==> config.mk <==
export PLATFORM = sky130hd
export DESIGN_NAME = rv_core
export DESIGN_NICKNAME = d
export VERILOG_FILES = /design/src/rtl/rv_pkg.sv /design/src/rtl/alu_branch.sv /design/src/rtl/decoder.sv /design/src/rtl/hazard_unit.sv /design/src/rtl/reg_file.sv /design/src/rtl/rv_core.sv
export SDC_FILE = /design/constraint.sdc
export NUM_CORES = 2
export LEC_CHECK = 0
export ABC_CLOCK_PERIOD_IN_PS = 15100
export BUFFER_PORTS_ARGS = -buffer_cell sky130_fd_sc_hd__buf_2
export CAP_MARGIN = 25
export CORE_MARGIN = 1.5
export CORE_UTILIZATION = 34
export CTS_BUF_LIST = sky130_fd_sc_hd__clkbuf_8
export DETAILED_ROUTE_END_ITERATION = 12
export RECOVER_POWER = 50
export SLEW_MARGIN = 20
export SYNTH_ARGS = -nofsm -noshare
export SYNTH_HDL_FRONTEND = slang
export SYNTH_HIERARCHICAL = 1
export SYNTH_SLANG_ARGS = --single-unit
==> constraint.sdc <==
create_clock -name clk -period 15.1 [get_ports clk]
set_input_delay 1.51 -clock clk [delete_from_list [all_inputs] [get_ports clk]]
set_output_delay 1.51 -clock clk [all_outputs]
set_load 0.01 [all_outputs]
==> src/rtl/rv_pkg.sv <==
`default_nettype none

package rv_pkg;

    // Data word and byte address
    typedef logic [31:0] word_t;

    // Architectural register index
    typedef logic [4:0] reg_idx_t;

    typedef enum logic [2:0] {
        ALU_ADD,
        ALU_SUB,
        ALU_AND,
        ALU_OR,
        ALU_XOR,
        ALU_SLT,
        ALU_PASS_B
    } alu_op_t;

    // Major opcodes of the supported subset
    localparam logic [6:0] OPC_OP     = 7'b0110011;
    localparam logic [6:0] OPC_OP_IMM = 7'b0010011;
    localparam logic [6:0] OPC_LUI    = 7'b0110111;
    localparam logic [6:0] OPC_LOAD   = 7'b0000011;
    localparam logic [6:0] OPC_STORE  = 7'b0100011;
    localparam logic [6:0] OPC_BRANCH = 7'b1100011;
    localparam logic [6:0] OPC_JAL    = 7'b1101111;

    // ADDI x0, x0, 0
    localparam word_t NOP_INSTR = 32'h0000_0013;

    // Operand sources in execute
    localparam logic [1:0] FWD_REG = 2'd0;
    localparam logic [1:0] FWD_MEM = 2'd1;
    localparam logic [1:0] FWD_WB  = 2'd2;

endpackage

`default_nettype wire

==> src/rtl/alu_branch.sv <==
`default_nettype none
`timescale 1ns/1ns

module alu_branch import rv_pkg::*; (
    input  alu_op_t alu_op,
    input  word_t   a,
    input  word_t   b,
    input  word_t   pc,
    input  word_t   imm,
    input  logic    is_branch,
    input  logic    branch_ne,
    input  logic    is_jal,
    output word_t   result,
    output logic    take,
    output word_t   target
);

    logic equal;
    logic less;

    assign equal = (a == b);
    assign less  = ($signed(a) < $signed(b));

    always_comb begin
        case (alu_op)
            ALU_ADD:    result = a + b;
            ALU_SUB:    result = a - b;
            ALU_AND:    result = a & b;
            ALU_OR:     result = a | b;
            ALU_XOR:    result = a ^ b;
            ALU_SLT:    result = {31'b0, less};
            ALU_PASS_B: result = b;
            default:    result = '0;
        endcase
    end

    // BEQ takes on equal, BNE on not equal
    assign take = is_jal | (is_branch & (equal ^ branch_ne));

    // Same adder serves branches and JAL
    assign target = pc + imm;

endmodule

`default_nettype wire

==> src/rtl/decoder.sv <==
`default_nettype none
`timescale 1ns/1ns

module decoder import rv_pkg::*; (
    input  word_t    instr,
    output reg_idx_t rs1,
    output reg_idx_t rs2,
    output reg_idx_t rd,
    output word_t    imm,
    output alu_op_t  alu_op,
    output logic     use_imm,
    output logic     reg_write,
    output logic     is_load,
    output logic     is_store,
    output logic     is_branch,
    output logic     branch_ne,
    output logic     is_jal,
    output logic     uses_rs2
);

    logic [6:0] opcode;
    logic [2:0] funct3;

    assign opcode = instr[6:0];
    assign funct3 = instr[14:12];
    assign rs2    = instr[24:20];
    assign rd     = instr[11:7];

    always_comb begin
        // Anything not matched below falls out as a NOP
        rs1       = instr[19:15];
        imm       = {{20{instr[31]}}, instr[31:20]};
        alu_op    = ALU_ADD;
        use_imm   = 1'b0;
        reg_write = 1'b0;
        is_load   = 1'b0;
        is_store  = 1'b0;
        is_branch = 1'b0;
        branch_ne = 1'b0;
        is_jal    = 1'b0;
        uses_rs2  = 1'b0;
        case (opcode)
            OPC_OP: begin
                reg_write = 1'b1;
                uses_rs2  = 1'b1;
                case (funct3)
                    3'b000:  alu_op = instr[30] ? ALU_SUB : ALU_ADD;
                    3'b010:  alu_op = ALU_SLT;
                    3'b100:  alu_op = ALU_XOR;
                    3'b110:  alu_op = ALU_OR;
                    3'b111:  alu_op = ALU_AND;
                    default: begin
                        reg_write = 1'b0;
                        uses_rs2  = 1'b0;
                    end
                endcase
            end
            OPC_OP_IMM: begin
                use_imm   = 1'b1;
                reg_write = 1'b1;
                case (funct3)
                    3'b000:  alu_op = ALU_ADD;
                    3'b100:  alu_op = ALU_XOR;
                    3'b110:  alu_op = ALU_OR;
                    3'b111:  alu_op = ALU_AND;
                    default: reg_write = 1'b0;
                endcase
            end
            OPC_LUI: begin
                rs1       = '0;
                imm       = {instr[31:12], 12'b0};
                alu_op    = ALU_PASS_B;
                use_imm   = 1'b1;
                reg_write = 1'b1;
            end
            OPC_LOAD: begin
                // Word accesses only
                use_imm   = 1'b1;
                reg_write = (funct3 == 3'b010);
                is_load   = (funct3 == 3'b010);
            end
            OPC_STORE: begin
                imm      = {{20{instr[31]}}, instr[31:25], instr[11:7]};
                use_imm  = 1'b1;
                is_store = (funct3 == 3'b010);
                uses_rs2 = 1'b1;
            end
            OPC_BRANCH: begin
                imm = {{19{instr[31]}}, instr[31], instr[7], instr[30:25],
                       instr[11:8], 1'b0};
                is_branch = (funct3[2:1] == 2'b00);
                branch_ne = funct3[0];
                uses_rs2  = 1'b1;
            end
            OPC_JAL: begin
                rs1 = '0;
                imm = {{11{instr[31]}}, instr[31], instr[19:12], instr[20],
                       instr[30:21], 1'b0};
                reg_write = 1'b1;
                is_jal    = 1'b1;
            end
            default: rs1 = '0;
        endcase
    end

endmodule

`default_nettype wire

==> src/rtl/hazard_unit.sv <==
`default_nettype none
`timescale 1ns/1ns

module hazard_unit import rv_pkg::*; (
    input  logic       iack_n,
    input  logic       dack_n,
    input  logic       mreq,
    input  reg_idx_t   id_rs1,
    input  reg_idx_t   id_rs2,
    input  logic       ex_is_load,
    input  reg_idx_t   ex_rd,
    input  reg_idx_t   ex_rs1,
    input  reg_idx_t   ex_rs2,
    input  reg_idx_t   mem_rd,
    input  logic       mem_reg_write,
    input  reg_idx_t   wb_rd,
    input  logic       wb_reg_write,
    input  logic       take,
    output logic       interlock,
    output logic       stall,
    output logic       flush,
    output logic [1:0] fwd_a,
    output logic [1:0] fwd_b
);

    logic mem_hit_a;
    logic mem_hit_b;
    logic wb_hit_a;
    logic wb_hit_b;

    // Either bus not ready freezes everything
    assign interlock = iack_n | (mreq & dack_n);

    // Load result arrives one stage too late for the next instruction
    assign stall = ex_is_load && ex_rd != '0 && (ex_rd == id_rs1 || ex_rd == id_rs2);

    assign flush = take;

    assign mem_hit_a = mem_reg_write && mem_rd != '0 && mem_rd == ex_rs1;
    assign mem_hit_b = mem_reg_write && mem_rd != '0 && mem_rd == ex_rs2;
    assign wb_hit_a  = wb_reg_write && wb_rd != '0 && wb_rd == ex_rs1;
    assign wb_hit_b  = wb_reg_write && wb_rd != '0 && wb_rd == ex_rs2;

    // Younger producer wins
    assign fwd_a = mem_hit_a ? FWD_MEM : wb_hit_a ? FWD_WB : FWD_REG;
    assign fwd_b = mem_hit_b ? FWD_MEM : wb_hit_b ? FWD_WB : FWD_REG;

endmodule

`default_nettype wire

==> src/rtl/reg_file.sv <==
`default_nettype none
`timescale 1ns/1ns

module reg_file import rv_pkg::*; #(
    parameter int NUM_REGS = 32
) (
    input  logic     clk,
    input  logic     arst_n,
    input  reg_idx_t rs1,
    input  reg_idx_t rs2,
    output word_t    rd1,
    output word_t    rd2,
    input  logic     we,
    input  reg_idx_t wa,
    input  word_t    wd
);

    localparam int IDX_W = $clog2(NUM_REGS);

    word_t            regs [NUM_REGS];
    logic [IDX_W-1:0] ra1;
    logic [IDX_W-1:0] ra2;
    logic [IDX_W-1:0] wa_i;

    // RV32E drops the top index bit
    assign ra1  = rs1[IDX_W-1:0];
    assign ra2  = rs2[IDX_W-1:0];
    assign wa_i = wa[IDX_W-1:0];

    always_ff @(posedge clk or negedge arst_n) begin
        if (!arst_n) begin
            for (int i = 0; i < NUM_REGS; i++) begin
                regs[i] <= '0;
            end
        end else if (we && wa_i != '0) begin
            regs[wa_i] <= wd;
        end
    end

    // Write-through so decode sees the value retiring this cycle
    assign rd1 = (ra1 == '0) ? '0 : (we && wa_i == ra1) ? wd : regs[ra1];
    assign rd2 = (ra2 == '0) ? '0 : (we && wa_i == ra2) ? wd : regs[ra2];

endmodule

`default_nettype wire

==> src/rtl/rv_core.sv <==
`default_nettype none
`timescale 1ns/1ns

module rv_core import rv_pkg::*; #(
    parameter int NUM_REGS = 32
) (
    input  logic  clk,
    input  logic  arst_n,
    output word_t iad,
    input  word_t idt,
    input  logic  iack_n,
    output word_t dad,
    output word_t dwdata,
    input  word_t drdata,
    output logic  mreq,
    output logic  write,
    input  logic  dack_n
);

    logic interlock, stall, flush;
    logic [1:0] fwd_a, fwd_b;

    word_t pc_q;

    // IF/ID
    logic  id_valid;
    word_t id_instr, id_pc;

    // Decode outputs
    reg_idx_t dec_rs1, dec_rs2, dec_rd, id_rs2;
    word_t    dec_imm, id_rd1, id_rd2;
    alu_op_t  dec_alu_op;
    logic     dec_use_imm, dec_reg_write, dec_is_load, dec_is_store;
    logic     dec_is_branch, dec_branch_ne, dec_is_jal, dec_uses_rs2;

    // ID/EX
    logic     ex_valid, ex_use_imm, ex_reg_write, ex_is_load, ex_is_store;
    logic     ex_is_branch, ex_branch_ne, ex_is_jal;
    alu_op_t  ex_alu_op;
    word_t    ex_pc, ex_imm, ex_rd1, ex_rd2;
    reg_idx_t ex_rs1, ex_rs2, ex_rd;

    // Execute
    word_t op_a, op_b_reg, op_b, ex_pc4, alu_result, target;
    logic  take;

    // EX/MEM
    logic     mem_valid, mem_reg_write, mem_is_load, mem_is_store, mem_is_jal;
    word_t    mem_alu, mem_wdata, mem_pc4, mem_fwd;
    reg_idx_t mem_rd;

    // MEM/WB
    logic     wb_valid, wb_reg_write, wb_is_load, wb_is_jal;
    word_t    wb_alu, wb_rdata, wb_pc4, wb_data;
    reg_idx_t wb_rd;

    assign iad = pc_q;

    decoder i_decoder (
        .instr(id_instr), .rs1(dec_rs1), .rs2(dec_rs2), .rd(dec_rd), .imm(dec_imm),
        .alu_op(dec_alu_op), .use_imm(dec_use_imm), .reg_write(dec_reg_write),
        .is_load(dec_is_load), .is_store(dec_is_store), .is_branch(dec_is_branch),
        .branch_ne(dec_branch_ne), .is_jal(dec_is_jal), .uses_rs2(dec_uses_rs2)
    );

    // rs2 field only counts as a source when the instruction reads it
    assign id_rs2 = dec_uses_rs2 ? dec_rs2 : '0;

    reg_file #(.NUM_REGS(NUM_REGS)) i_reg_file (
        .clk(clk), .arst_n(arst_n), .rs1(dec_rs1), .rs2(dec_rs2), .rd1(id_rd1),
        .rd2(id_rd2), .we(wb_valid & wb_reg_write), .wa(wb_rd), .wd(wb_data)
    );

    hazard_unit i_hazard_unit (
        .iack_n(iack_n), .dack_n(dack_n), .mreq(mreq), .id_rs1(dec_rs1),
        .id_rs2(id_rs2), .ex_is_load(ex_valid & ex_is_load), .ex_rd(ex_rd),
        .ex_rs1(ex_rs1), .ex_rs2(ex_rs2), .mem_rd(mem_rd),
        .mem_reg_write(mem_valid & mem_reg_write), .wb_rd(wb_rd),
        .wb_reg_write(wb_valid & wb_reg_write), .take(take), .interlock(interlock),
        .stall(stall), .flush(flush), .fwd_a(fwd_a), .fwd_b(fwd_b)
    );

    // Values a younger instruction may pick up
    assign mem_fwd = mem_is_jal ? mem_pc4 : mem_alu;
    assign wb_data = wb_is_load ? wb_rdata : wb_is_jal ? wb_pc4 : wb_alu;

    assign op_a = (fwd_a == FWD_MEM) ? mem_fwd : (fwd_a == FWD_WB) ? wb_data : ex_rd1;
    assign op_b_reg = (fwd_b == FWD_MEM) ? mem_fwd : (fwd_b == FWD_WB) ? wb_data : ex_rd2;
    assign op_b   = ex_use_imm ? ex_imm : op_b_reg;
    assign ex_pc4 = ex_pc + 32'd4;

    alu_branch i_alu_branch (
        .alu_op(ex_alu_op), .a(op_a), .b(op_b), .pc(ex_pc), .imm(ex_imm),
        .is_branch(ex_valid & ex_is_branch), .branch_ne(ex_branch_ne),
        .is_jal(ex_valid & ex_is_jal), .result(alu_result), .take(take), .target(target)
    );

    // Data bus straight from the memory stage
    assign mreq   = mem_valid & (mem_is_load | mem_is_store);
    assign write  = mem_valid & mem_is_store;
    assign dad    = mem_alu;
    assign dwdata = mem_wdata;

    always_ff @(posedge clk or negedge arst_n) begin
        if (!arst_n) begin
            pc_q          <= '0;
            id_valid      <= 1'b0;
            id_instr      <= NOP_INSTR;
            ex_valid      <= 1'b0;
            ex_alu_op     <= ALU_ADD;
            ex_use_imm    <= 1'b0;
            ex_reg_write  <= 1'b0;
            ex_is_load    <= 1'b0;
            ex_is_store   <= 1'b0;
            ex_is_branch  <= 1'b0;
            ex_branch_ne  <= 1'b0;
            ex_is_jal     <= 1'b0;
            mem_valid     <= 1'b0;
            mem_reg_write <= 1'b0;
            mem_is_load   <= 1'b0;
            mem_is_store  <= 1'b0;
            mem_is_jal    <= 1'b0;
            wb_valid      <= 1'b0;
            wb_reg_write  <= 1'b0;
            wb_is_load    <= 1'b0;
            wb_is_jal     <= 1'b0;
        end else if (!interlock) begin
            if (flush) begin
                // Redirect and turn the fetched word into a NOP
                pc_q     <= target;
                id_valid <= 1'b0;
                id_instr <= NOP_INSTR;
            end else if (!stall) begin
                pc_q     <= pc_q + 32'd4;
                id_valid <= 1'b1;
                id_instr <= idt;
            end
            // Bubble into execute on stall or flush
            ex_valid      <= id_valid & ~stall & ~flush;
            ex_alu_op     <= dec_alu_op;
            ex_use_imm    <= dec_use_imm;
            ex_reg_write  <= dec_reg_write;
            ex_is_load    <= dec_is_load;
            ex_is_store   <= dec_is_store;
            ex_is_branch  <= dec_is_branch;
            ex_branch_ne  <= dec_branch_ne;
            ex_is_jal     <= dec_is_jal;
            mem_valid     <= ex_valid;
            mem_reg_write <= ex_reg_write;
            mem_is_load   <= ex_is_load;
            mem_is_store  <= ex_is_store;
            mem_is_jal    <= ex_is_jal;
            wb_valid      <= mem_valid;
            wb_reg_write  <= mem_reg_write;
            wb_is_load    <= mem_is_load;
            wb_is_jal     <= mem_is_jal;
        end
    end

    always_ff @(posedge clk) begin
        if (!interlock) begin
            if (!stall) begin
                id_pc <= pc_q;
            end
            ex_pc     <= id_pc;
            ex_imm    <= dec_imm;
            ex_rd1    <= id_rd1;
            ex_rd2    <= id_rd2;
            ex_rs1    <= dec_rs1;
            ex_rs2    <= id_rs2;
            ex_rd     <= dec_rd;
            mem_alu   <= alu_result;
            mem_wdata <= op_b_reg;
            mem_pc4   <= ex_pc4;
            mem_rd    <= ex_rd;
            // Load data is valid on the edge that completes the access
            wb_rdata  <= drdata;
            wb_alu    <= mem_alu;
            wb_pc4    <= mem_pc4;
            wb_rd     <= mem_rd;
        end
    end

endmodule

`default_nettype wire

==> impl_metrics.py <==
metrics = {
    "run_status": {
        "status": "complete, but fails checks",
        "violations": "max-capacitance violations, max-slew violations",
    },
    "layout": {
        "final-seq-area_um2": 39100,
        "n_fill_cell": 23000,
        "drive_gt1_frac": 0.338,
        "synthToLayoutAreaGrowth_pct": 11.0,
        "layout.core_utilization": 0.381,
        "multiInputGateArea_um2": 40800,
        "finalInstanceArea_um2": 91900,
        "final_nets": 6631,
    },
    "drt": {
        "via_per_inst": 6.06,
        "antenna_left": 0,
        "wl_per_cell_um": 30.8,
        "drt-total-wl_mm": 302,
        "num_vias": 59500,
        "drc": 0,
        "drtPass1Iterations": 6,
        "drtIter0Drc": 6913,
    },
    "sta": {
        "setup_viol": 0,
        "period_needed_ns": 10.56,
        "hold_violations": 0,
        "setup_ws_ns": 4.54,
        "fin_worst_skew_ns": 0.0788,
        "drv_slew": 1982,
        "max_freq_mhz": 94.7,
        "fin_crit_sh": 0.699,
        "slew_headroom": -2.79,
        "rsz0062_at_grt": "no",
        "setup_tns_ns": 0,
        "tightest_slew_ns": 5.68,
    },
    "clock_tree": {
        "tritoncts": "yes",
        "cts_buffer_depth": 4,
        "clockRootBuffer": "clkbuf_8",
        "post_cts.repair.setup_buffers": 0,
        "cts_max_level": 5,
        "clkSinkCount": 1486,
        "cts_made_buffers": 278,
        "clkTransAtPathRegs_ns": 0.06,
        "ctsHoldBuffers": 0,
        "clk_latency_ns": 1.05,
        "ctsResizeCount": 0,
    },
    "logic_synthesis": {
        "synthCells": 6409,
        "yosys-top-cells-area": "dfrtp_1 (33%), mux2_2 (14%), edfxtp_1 (14%)",
        "synth_area_um2": 82800,
        "syn_area_per_cell_um2": 12.9,
        "synth_edf_count": 377,
        "synth_nets": 6626,
        "synth_top_area_share": 0.334,
        "yosysSeqAreaShare": 0.472,
        "synth_area_leader_cell": "dfrtp_1",
        "synth-async-reset-ratio": 0.746,
        "ys_warn_count": 6,
        "synth-seq-cells": 1486,
        "ys_types": 108,
        "ys.flop_type": "dfrtp_1",
    },
    "floorplan": {
        "rows": 180,
        "start_util": 0.343,
        "die_y_um": 496,
        "die-area_um2": 246000,
        "dieWidth_um": 496,
        "core_region_area_um2": 241000,
        "ioPinCount": 166,
    },
    "hold_path": {
        "hold_depth": 0,
        "hold_class": "reg -> reg",
        "hold_path_end": "i_reg_file/regs[1020]$_DFFE_PN0P_",
        "min_from": "i_reg_file/regs[1020]$_DFFE_PN0P_",
    },
    "critical_path": {
        "r2r_slack_ns": 4.54,
        "critPathMaxFanout": 40,
        "end_kind": "flip-flop",
        "cp_cell_sequence": "clkbuf_1 > o21ai_0 > mux2_2 > o221a_2 > inv_1 > ha_1 > nor4_1 > buf_4 > nand4_1 > nor4_1 > xor2_1 > a21o_1 > buf_4 > inv_1 > nor2_2 > buf_4 > nor2_4 > o21ai_0 > o311ai_1",
        "worstSetupPathType": "reg -> reg",
        "cp-start-kind": "flip-flop",
        "crit_buf_inv": 6,
        "r2r-end": "iad[28]$_DFFE_PN0N_",
        "arrival_ns": 11.45,
        "slowest_delay_ns": 2.26,
        "critical-path-slowest-cell": "o21ai_0",
        "r2r_cells": 19,
        "required_ns": 16.00,
        "cp_top_family": "compound AO/OA/AOI/OAI gates",
        "crit_path_frequent_cell": "buf_4",
        "worstReg2RegStart": "wb_is_load$_DFFE_PN0N_",
    },
    "place": {
        "dpl.hpwl_mm": 189,
        "portBuffers": 165,
        "post-place-ws_ns": 7.08,
        "placed_cell_area_um2": 86700,
        "gp_congestion": 0.953,
    },
    "power_and_ir_drop": {
        "vdd_drop_max_v": 0.0000523,
        "power-per-cell-area_nw_per_um2": 112,
        "power_switching_mw": 3.07,
        "clockPowerShare": 0.385,
        "power_mw": 10.3,
        "combPwrFrac": 0.161,
        "switching_share": 0.299,
        "p_leak_nw": 38.9,
        "p_int_mw": 7.22,
        "pwr-share-seq": 0.454,
    },
    "global_routing": {
        "grt_overflow_total": 0,
        "grt_max_degree": 170,
        "grt_pass1_wl_mm": 431,
        "grt_util_met1": 0.340,
        "first_global_vias": 59000,
        "globalRouteMet2Util": 0.355,
        "top_usage_layer": "met2",
        "antenna_found_initial": 40,
        "grt_use_met3": 0.0567,
        "gr-usage-all-layers": 0.241,
    },
    "flow_run": {
        "cap_viol_max_count": 61,
    },
}
==> layout by cell type, fill, tap and decap left out, types with 32 or more instances in the layout <==
cell type,instances
o21a_1,44
nor2b_1,53
o21ai_0,154
dfrtp_1,1097
xor2_1,44
a211oi_1,90
ha_1,146
nand2_1,264
clkbuf_8,348
mux2_2,1058
nor3_1,35
edfxtp_1,377
mux4_2,379
a32o_1,32
xnor2_1,73
a22oi_1,139
nand2b_1,50
a22o_1,45
clkbuf_1,60
buf_4,98
inv_1,201
a21oi_1,243
a31oi_1,33
mux2i_1,424
nor2_1,180
a21o_1,45
o221ai_1,51
nand3_1,66
o22ai_1,64
buf_2,156
o221a_2,46
==> worst max-delay path by stage <==
stage | cells after the start | endpoint | from
2_1_floorplan | 7 | iad[11]$_DFFE_PN0N_ | iack_n
4_1_cts | 24 | iad[28]$_DFFE_PN0N_ | mem_rd[1]$_DFFE_PN_
5_1_grt | 19 | iad[28]$_DFFE_PN0N_ | wb_is_load$_DFFE_PN0N_
6_report | 19 | iad[28]$_DFFE_PN0N_ | wb_is_load$_DFFE_PN0N_
3_5_place_dp | 24 | iad[28]$_DFFE_PN0N_ | mem_rd[1]$_DFFE_PN_
3_3_place_gp | 24 | iad[21]$_DFFE_PN0N_ | mem_rd[1]$_DFFE_PN_
==> state kept, by name (all words and copies together) (netlist names), 32 cells and up <==
name             count
id_pc               32
dwdata              32
i_reg_file/regs   1024
wb_alu              32
wb_pc4              32
id_instr            32
wb_rdata            32
ex_pc               32
mem_pc4             32
ex_rd2              32
ex_imm              32
dad                 32
ex_rd1              32
iad                 32
==> metrics by stage <==
stage | instances | hold WS [ns]
5_1_grt | 9804 | 0.411
6_report | 9816 | 0.392
2_1_floorplan | 6409 | 0.400
3_5_place_dp | 9311 | 0.384
3_3_place_gp | 9309 | 0.377
4_1_cts | 9790 | 0.397
==> logic make-up after synthesis <==
kind of cell	after synthesis	share of synthesized area
flops	1486	0.472
buf+inv	727	0.0382
fa+ha+maj	149	0.0228
compound gates	1188	0.102
simple gates	863	0.0524
xor+xnor	117	0.0124
mux	1879	0.301
==> cell usage after synthesis, drive strengths merged, types with 50 or more instances <==
cell type and count:
dfrtp 1106, mux2 1076, mux2i 424, mux4 379, edfxtp 377, clkbuf 346
nand2 275, buf 258, a21oi 243, nor2 196, o21ai 170, ha 146
a22oi 139, inv 122, a211oi 90, xnor2 73, nand3 67, o22ai 64
nor2b 57, o221ai 51, nand2b 50
==> power groups by stage <==
stage / clock, mW / sequential [mW] / combinational (mW)
floorplan: 0 / 4.63 / 1.07
finish: 3.96 / 4.67 / 1.66
CTS: 4.04 / 4.66 / 1.64
detailed placement: 0 / 4.74 / 1.63
global placement: 0 / 4.72 / 1.62
global route: 4.22 / 4.69 / 1.76
==> worst reg2reg max path, stage by stage (launching register included) <==
cell and delay [ns]:
dfrtp_1 1.38, clkbuf_1 1.50, o21ai_0 2.28, mux2_2 1.00
o221a_2 0.31, inv_1 0.09, ha_1 0.32, nor4_1 0.25
buf_4 0.23, nand4_1 0.33, nor4_1 0.41, xor2_1 0.15
a21o_1 0.20, buf_4 0.24, inv_1 0.26, nor2_2 0.06
buf_4 0.34, nor2_4 0.74, o21ai_0 0.22, o311ai_1 0.13
==> layer usage <==
layer  wire, um  part of all wire
met1     130000              0.43
met2     131000              0.43
met3      28000             0.093
met4      13600             0.045
met5        224           0.00074
==> cell type report <==
class	instances	area share
Inverter	123	0.00504
Multi-Input combinational cell	4196	0.444
Clock inverter	131	0.00796
Clock buffer	348	0.0521
Sequential cell	1486	0.425
Tap cell	3185	0.0433
Antenna cell	18	0.000490
Timing Repair Buffer	329	0.0221
Power figures use the tool's default switching activity.
